**config.mk**
```make
export PLATFORM = sky130hd
export DESIGN_NAME = mult32_pipe
export DESIGN_NICKNAME = d
export VERILOG_FILES = /design/src/source/mult_pkg.sv /design/src/source/mult_partial_products.sv /design/src/source/mult_sum_stage.sv /design/src/source/mult32_pipe.sv
export SDC_FILE = /design/constraint.sdc
export NUM_CORES = 2
export LEC_CHECK = 0
export ABC_AREA = 1
export ABC_CLOCK_PERIOD_IN_PS = 5000
export BUFFER_PORTS_ARGS = -buffer_cell sky130_fd_sc_hd__buf_2
export CAP_MARGIN = 20
export CORE_AREA = 2 2 426 428
export CTS_CLUSTER_SIZE = 25
export DETAILED_ROUTE_END_ITERATION = 10
export DIE_AREA = 0 0 428 430
export PLACE_DENSITY_LB_ADDON = 0.08
export SETUP_SLACK_MARGIN = 0.2
export SLEW_MARGIN = 20
export SYNTH_ARGS = -nofsm -noshare
export SYNTH_HDL_FRONTEND = slang
export SYNTH_SLANG_ARGS = --single-unit
```
**constraint.sdc**
```tcl
create_clock -name clk -period 5 [get_ports clk]
set_input_delay 0.25 -clock clk [delete_from_list [all_inputs] [get_ports clk]]
set_output_delay 0.25 -clock clk [all_outputs]
set_load 0.01 [all_outputs]
```
**src/source/mult_pkg.sv**
```systemverilog
`default_nettype none

package mult_pkg;

    // operand width, both inputs unsigned
    localparam int operand_w = 32;

    // full product width, also the width of every tree term
    localparam int product_w = 2 * operand_w;

    // one partial product per bit of operand a
    localparam int pp_count = operand_w;

    // adder tree shape: 32 -> 8 -> 2 -> 1
    localparam int group_l1 = 4;
    localparam int group_l2 = 4;
    localparam int group_l3 = 2;

    // edges from in_vld sample to out_vld rise
    // operand reg + pp reg + three sum levels
    localparam int pipe_latency = 5;

endpackage

`default_nettype wire

```
**src/source/mult_partial_products.sv**
```systemverilog
`default_nettype none

module mult_partial_products (
    input  logic                                            clk,
    input  logic                                            rst_n,

    // operand pair, sampled on every edge
    input  logic [mult_pkg::operand_w-1:0]                  a,
    input  logic [mult_pkg::operand_w-1:0]                  b,
    input  logic                                            in_vld,

    // registered partial products, one product_w slice per bit of a
    output logic                                            pp_vld,
    output logic [mult_pkg::pp_count*mult_pkg::product_w-1:0] pp_terms
);

    import mult_pkg::*;

    // zero padding that lifts b to the product width
    localparam int pad_w = product_w - operand_w;

    // operand stage
    logic [operand_w-1:0]          a_r;
    logic [operand_w-1:0]          b_r;
    logic                          vld_r;

    // b zero extended, shared by all shifters
    logic [product_w-1:0]          b_ext;

    // combinational partial products before the pp register
    logic [pp_count*product_w-1:0] pp_next;

    // operands load on every edge, valid is only a tag
    always_ff @(posedge clk or negedge rst_n) begin
        if (!rst_n) begin
            a_r <= '0;
            b_r <= '0;
        end else begin
            a_r <= a;
            b_r <= b;
        end
    end

    // valid tag for the operand stage
    always_ff @(posedge clk or negedge rst_n) begin
        if (!rst_n) begin
            vld_r <= 1'b0;
        end else begin
            vld_r <= in_vld;
        end
    end

    assign b_ext = {{pad_w{1'b0}}, b_r};

    // shift-and-gate array
    // slice i holds b << i when bit i of a is set, else zero
    // the shift never overflows, b << 31 still fits in 64 bits
    for (genvar i = 0; i < pp_count; i++) begin : g_pp
        logic [product_w-1:0] shifted;

        assign shifted = b_ext << i;

        // bit i of a selects the shifted copy
        assign pp_next[i*product_w +: product_w] = a_r[i] ? shifted : '0;
    end

    // partial product register
    // loads only behind a valid operand pair, holds otherwise
    always_ff @(posedge clk or negedge rst_n) begin
        if (!rst_n) begin
            pp_terms <= '0;
        end else if (vld_r) begin
            pp_terms <= pp_next;
        end
    end

    // valid follows the operand tag by one edge
    // two edges in total from in_vld to pp_vld
    always_ff @(posedge clk or negedge rst_n) begin
        if (!rst_n) begin
            pp_vld <= 1'b0;
        end else begin
            pp_vld <= vld_r;
        end
    end

endmodule

`default_nettype wire

```
**src/source/mult_sum_stage.sv**
```systemverilog
`default_nettype none

module mult_sum_stage #(
    // number of incoming terms
    parameter int in_count   = 32,
    // terms folded into each output sum
    parameter int group_size = 4
) (
    input  logic                                                   clk,
    input  logic                                                   rst_n,

    // incoming term bundle, term k at bits [k*product_w +: product_w]
    input  logic                                                   in_vld,
    input  logic [in_count*mult_pkg::product_w-1:0]                in_terms,

    // registered group sums, same packing as the input
    output logic                                                   out_vld,
    output logic [(in_count/group_size)*mult_pkg::product_w-1:0]   out_terms
);

    import mult_pkg::*;

    // sums produced by this level
    localparam int out_count = in_count / group_size;

    // group sums ahead of the level register
    logic [out_count*product_w-1:0] sum_next;

    // one adder chain per group of consecutive terms
    // carries out of the top bit are dropped, the true product fits anyway
    for (genvar g = 0; g < out_count; g++) begin : g_group
        logic [product_w-1:0] acc;

        always_comb begin
            acc = '0;
            // fold group_size neighbours, first term at index g*group_size
            for (int k = 0; k < group_size; k++) begin
                acc = acc + in_terms[(g*group_size+k)*product_w +: product_w];
            end
        end

        assign sum_next[g*product_w +: product_w] = acc;
    end

    // level register
    // loads only on a valid bundle, keeps the last sums otherwise
    always_ff @(posedge clk or negedge rst_n) begin
        if (!rst_n) begin
            out_terms <= '0;
        end else if (in_vld) begin
            out_terms <= sum_next;
        end
    end

    // valid delayed by exactly one edge
    always_ff @(posedge clk or negedge rst_n) begin
        if (!rst_n) begin
            out_vld <= 1'b0;
        end else begin
            out_vld <= in_vld;
        end
    end

endmodule

`default_nettype wire

```
**src/source/mult32_pipe.sv**
```systemverilog
`default_nettype none

module mult32_pipe (
    input  logic                           clk,
    input  logic                           rst_n,

    // operand pair and its strobe, a new pair may come every cycle
    input  logic [mult_pkg::operand_w-1:0] a,
    input  logic [mult_pkg::operand_w-1:0] b,
    input  logic                           in_vld,

    // unsigned product, held between results
    output logic [mult_pkg::product_w-1:0] product,
    output logic                           out_vld
);

    import mult_pkg::*;

    // partial product bundle, 32 terms
    logic                                           pp_vld;
    logic [pp_count*product_w-1:0]                  pp_terms;

    // after the first level, 8 terms
    logic                                           l1_vld;
    logic [pp_count/group_l1*product_w-1:0]         l1_terms;

    // after the second level, 2 terms
    logic                                           l2_vld;
    logic [pp_count/group_l1/group_l2*product_w-1:0] l2_terms;

    // operand regs and shift-and-gate array, 2 edges
    mult_partial_products i_pp (
        .clk      (clk),
        .rst_n    (rst_n),
        .a        (a),
        .b        (b),
        .in_vld   (in_vld),
        .pp_vld   (pp_vld),
        .pp_terms (pp_terms)
    );

    // 32 to 8
    mult_sum_stage #(
        .in_count   (pp_count),
        .group_size (group_l1)
    ) i_sum_l1 (
        .clk       (clk),
        .rst_n     (rst_n),
        .in_vld    (pp_vld),
        .in_terms  (pp_terms),
        .out_vld   (l1_vld),
        .out_terms (l1_terms)
    );

    // 8 to 2
    mult_sum_stage #(
        .in_count   (pp_count/group_l1),
        .group_size (group_l2)
    ) i_sum_l2 (
        .clk       (clk),
        .rst_n     (rst_n),
        .in_vld    (l1_vld),
        .in_terms  (l1_terms),
        .out_vld   (l2_vld),
        .out_terms (l2_terms)
    );

    // 2 to 1, its single term is the product
    mult_sum_stage #(
        .in_count   (pp_count/group_l1/group_l2),
        .group_size (group_l3)
    ) i_sum_l3 (
        .clk       (clk),
        .rst_n     (rst_n),
        .in_vld    (l2_vld),
        .in_terms  (l2_terms),
        .out_vld   (out_vld),
        .out_terms (product)
    );

endmodule

`default_nettype wire

```
After elaboration in Yosys (flattened, before gate mapping). Index checks and enable logic that the tools add are counted.

Flip-flop bits (word level): 2821. Output and inout port bits: 65. Bits of input ports: 67.

Add/subtract/negate cells: 31. Multiplexer cells: 32.

Operator list (number): adder 64 bit (31); 2-to-1 mux 63 bit (1); 2-to-1 mux 62 bit (1); 2-to-1 mux 61 bit (1); 2-to-1 mux 60 bit (1); 2-to-1 mux 59 bit (1); 2-to-1 mux 58 bit (1); 2-to-1 mux 57 bit (1); 2-to-1 mux 56 bit (1); 2-to-1 mux 55 bit (1); 2-to-1 mux 54 bit (1); 2-to-1 mux 53 bit (1); 2-to-1 mux 52 bit (1); 2-to-1 mux 51 bit (1); 2-to-1 mux 50 bit (1); 2-to-1 mux 49 bit (1); 2-to-1 mux 48 bit (1); 2-to-1 mux 47 bit (1); 2-to-1 mux 46 bit (1); 2-to-1 mux 45 bit (1); 2-to-1 mux 44 bit (1); 2-to-1 mux 43 bit (1); 2-to-1 mux 42 bit (1); 2-to-1 mux 41 bit (1); other kinds (9) (9).

Depth between registers and ports, before layout.
Depth in word-level cells: 3. Depth in mapped cells: 19. Depth with buffers taken out: 19.

Modules after synthesis. From an unflattened synthesis, not the netlist that was laid out.

Cells, all modules: 26465. Area, all modules: 176616.9 µm².

By module, submodules not included: mult_sum_stage at i_sum_l1 (sequential area each 12837.3 µm², cells an instance 15486, instances 1, area each 94833.5 µm²); mult_partial_products (sequential area each 27276.2 µm², cells an instance 5607, instances 1, area each 49804.0 µm²); mult_sum_stage at i_sum_l2 (sequential area each 3228.1 µm², cells an instance 3874, instances 1, area each 23782.8 µm²); mult_sum_stage at i_sum_l3 (sequential area each 1626.6 µm², cells an instance 1498, instances 1, area each 8196.6 µm²).

Worst setup path after synthesis. OpenSTA, ideal clock, no wires.

Path kind: register to register. Start: register i_pp.pp_terms[1823] (netlist bit). End: register i_sum_l1.out_terms[493] (netlist bit). Path buffers: 0. Stages on the path, launching flop included: 14. Library setup time: 0.130 ns. Data required time: 4.870 ns. Period minus slack after synthesis: 2.975 ns. Data arrival time: 2.845 ns. Path slack: 2.025 ns. Cells stage by stage: dfrtp_1 fa_1 fa_1 ha_1 fa_1 nand2_1 nand3_1 nand3_1 nand2_1 nand3_1 nand2_1 or2_2 nand3_1 o21ai_0.

Word-level cells in the longest chain between the ends: 3.

Ends and longest elaborated chain: from (decl) (line mult_partial_products.sv:14) `output logic [mult_pkg::pp_count*mult_pkg::product_w-1:0] pp_terms`; from (signal assigned) (line mult_partial_products.sv:73) `pp_terms <= pp_next;`; adder 64 bit (3 in a row) (line mult_sum_stage.sv:38) `acc = acc + in_terms[(g*group_size+k)*product_w +: product_w];`; to (signal assigned) (line mult_sum_stage.sv:51) `out_terms <= sum_next;`; to (decl) (line mult_sum_stage.sv:18) `output logic [(in_count/group_size)*mult_pkg::product_w-1:0] out_terms`.

Every way passes these cells. A chain may end at the register's enable or synchronous reset.

Worst setup path after layout.
Start: register i_sum_l1.out_terms[76] (netlist bit). End: register i_sum_l2.out_terms[45] (netlist bit).

Word-level cells in the longest chain between the ends: 3.

Ends and longest elaborated chain (line): adder 64 bit (3 in a row) (mult_sum_stage.sv:38); to (signal assigned) (mult_sum_stage.sv:51); to (decl) (mult_sum_stage.sv:18).

Every way passes these cells.

==> metrics.txt <==
run status=finished, final reports clean; Main synth FF type=dfrtp_1; number of enable flip-flop cells after synthesis=0; Detail Placement HPWL=249000 um; register bit count reported by yosys=1550; DRT iter0 DRCs=8020; average size of a mapped cell=8.19 um2; crit path capture type=register; clock sinks=1550; first-pass GRT wire length=502000 um; commonest non-fill, non-tap cell in the layout=inv_1; maximum fanout encountered on the critical timing path=4; total DRC errors in the routed layout=0; top library cells by usage in the layout, fill and taps aside=inv_1, nand2_1, dfrtp_1; total power density per cell area=700 mW/mm2; die boundary height=430 um; Inserted Clock Buffers=170; antenna violations before repair=8; portion of the post-synthesis area used by sequential elements=39.6%; setup_tns=0 ns; pin count of the biggest net entering global routing=232; initial standard-cell utilization of the core=54.5%; register-to-register setup slack=1.29 ns; leakage power of the design=55.6 nW; wire length per cell after detailed routing=22.7 um; VDD IR-drop max=0.742 mV; number of buffers inserted by port buffering=131; share of cells above drive strength 1=4.96%; via count of the first global-routing pass=80800; Pre-antenna DRT Iters=6; distinct cell type count after synthesis=40; aggregate routed wire length=330000 um; via total after detailed routing=81100; CTS Root Cell=clkbuf_16; Nets=13200; area of the placeable core=0.180 mm2; fraction of the cycle the final worst path needs=74.2%; postcts setup bufs=0; flip-flop and latch area=0.0388 mm2; post-synthesis net count=13100; source-to-sink clock delay at the later pin of the worst-skew pair=0.85 ns; Hold Vio Cnt, Final=0; warning count from the yosys run=0; CTS resizes=0; CTS Buffer Depth=3; type of the tightest min-delay check=in2async; horizontal extent of the die=428 um; shortest clock period the worst path allows after layout=3.71 ns; Startpoint Class=register; Worst-path clk slew=0.06 ns; antenna-violating nets left=0; final weighted congestion of routability-driven global placement=1.04; final cell count without fillers=14600; layout filler cell count=16200; fin area=0.108 mm2; slowest library cell on the worst path=dfrtp_1; class of the most critical setup path=reg2reg; unrepaired setup endpoints after global routing=no; worst-path cell chain=inv_1 > fa_1 > inv_1 > fa_1 > ha_1 > nand2_1 > nor2_1 > nand3_1 > nand2_1 > nand2_1 > nand3_1 > nand2_1 > nand2_1 > nand2_1 > nand3_1 > nand2_1; data required time of the worst path=5.73 ns; Total GRT Usage=36.2%; DIE AREA=0.184 mm2; Most Frequent Cell on Critical Path=nand2_1; arrival time at the worst endpoint=4.44 ns; Boundary Pins=132; worst clock skew=0.0302 ns; cell area after synthesis=0.0980 mm2; GRT overflow=0; final number of max-transition violations=0; synth-to-layout area growth=10.0%; highest achievable clock rate=269 MHz; MaxCap Viol Count=0; Slew HR=21.5%; final-report setup violation count=0; Cell Area, Placed=0.101 mm2; fraction of synthesis flops using an asynchronous set or reset pin=100%; Tightest Pin Transition=1.17 ns; CTS tree=done; maximum level of the CTS H-tree=4; largest stage delay on the critical path=0.59 ns; footprint of the multi-input gates=0.0471 mm2; number of instances in the placed design=14200; drt via density=5.56; num rows=156; gate count of the mapped netlist=12000
[final cells by class]
class                      count  share of cell area [%]
multi-input combinational   7223                    43.7
sequential                  1550                    36.0
inverter                    2815                    9.81
clock buffer                 248                    4.53
tap                         2370                    2.75
timing repair buffer         311                    2.27
clock inverter                68                    1.01
antenna                        2                 0.00464
[cell families (layout without fill, tap and decap cells)]
kind of cell    count (synthesis)  count (layout)  synth area share [%]
flops                        1550            1550                  39.6
xor+xnor                      129             129                  1.15
other cells                     0               2                     0
compound gates               1997            1997                  11.7
simple gates                 4034            4034                  16.9
buf+inv                      3195            3442                  12.4
fa+ha+maj                    1063            1063                  18.2
[critical path: cells and delay by family (launching register included)]
kind	cells	cell delay, ns
adder cells (fa/ha/maj)	3	1.45
AND/OR/NAND/NOR	11	1.26
flip-flops	1	0.59
buffers and inverters	2	0.28
[flip-flops by register name (all words and copies together) (netlist names)]
register            count
i_sum_l1.out_terms    295
i_sum_l3.out_vld        1
i_pp.pp_vld             1
i_sum_l2.out_terms     98
i_pp.a_r               32
i_pp.b_r               32
i_pp.pp_terms        1024
i_sum_l3.out_terms     64
i_pp.vld_r              1
i_sum_l2.out_vld        1
i_sum_l1.out_vld        1
[metal layers]
layer	routed length (um)	vias up	GRT usage, %	part of all wire [%]
li1	-	37700	-	-
met1	142000	39900	50.3	43
met2	146000	2970	55.5	44
met3	26200	555	7.15	7.9
met4	16500	12	16.1	5.0
met5	83	-	0	0.025
[through the flow]
step	hold slack, ns	worst slack [ns]	utilization, %	power [mW]
after floorplan	-0.0456	2.02	-	45.1
after global placement	0.311	1.31	56.2	60.6
after detailed placement	0.292	1.34	56.2	60.9
after CTS	0.000729	1.33	60.0	74.7
after global routing	0.0342	1.10	60.0	81.0
final	0.0466	1.29	60.0	75.4
[report_power, final]
| group | switching [mW] | total (mW) | leakage [nW] | internal (mW) |
|---|---|---|---|---|
| logic | 30.9 | 45.2 | 33.0 | 14.4 |
| clock network | 5.58 | 13.4 | 2.88 | 7.85 |
| registers | 1.82 | 16.8 | 19.8 | 15.0 |
| total | 38.3 | 75.4 | 55.6 | 37.2 |
[final timing paths]
check | from | endpoint | cells after the start
worst max-delay path | i_sum_l1.out_terms[76] | i_sum_l2.out_terms[45] | 16
worst min-delay path | rst_n | i_sum_l3.out_terms[9] | 2
worst max register to register | i_sum_l1.out_terms[76] | i_sum_l2.out_terms[45] | 16
worst min register to register | i_sum_l3.out_terms[16] | i_sum_l3.out_terms[16] | 2
max in group asynchronous | rst_n | i_pp.pp_vld | 3
min in group clk | b[26] | i_pp.b_r[26] | 2
[synthesized netlist by cell type (19+ instances only)]
cell type	n	area share, %
nand2_2	21	0.13
nor2_1	611	2.3
fa_1	609	12
nand3b_1	74	0.57
clkbuf_1	259	0.99
nand3_1	456	2.3
nand2_1	2649	10
o21ai_1	27	0.14
a21oi_1	421	2.2
dfrtp_1	1550	40
ha_1	454	5.8
or2_1	25	0.16
xnor2_1	112	1.0
buf_2	107	0.55
o21ai_0	443	2.3
nand4_1	70	0.45
nor3_1	73	0.37
o21bai_1	27	0.21
o22ai_1	1042	6.7
nor2_2	19	0.12
inv_1	2807	11
[timing repair]
item	4_1_cts	5_1_grt
hold endpoints to repair	150	0
setup endpoints to repair	0	0
hold buffers	83	0
Power figures use the tool's default switching activity.
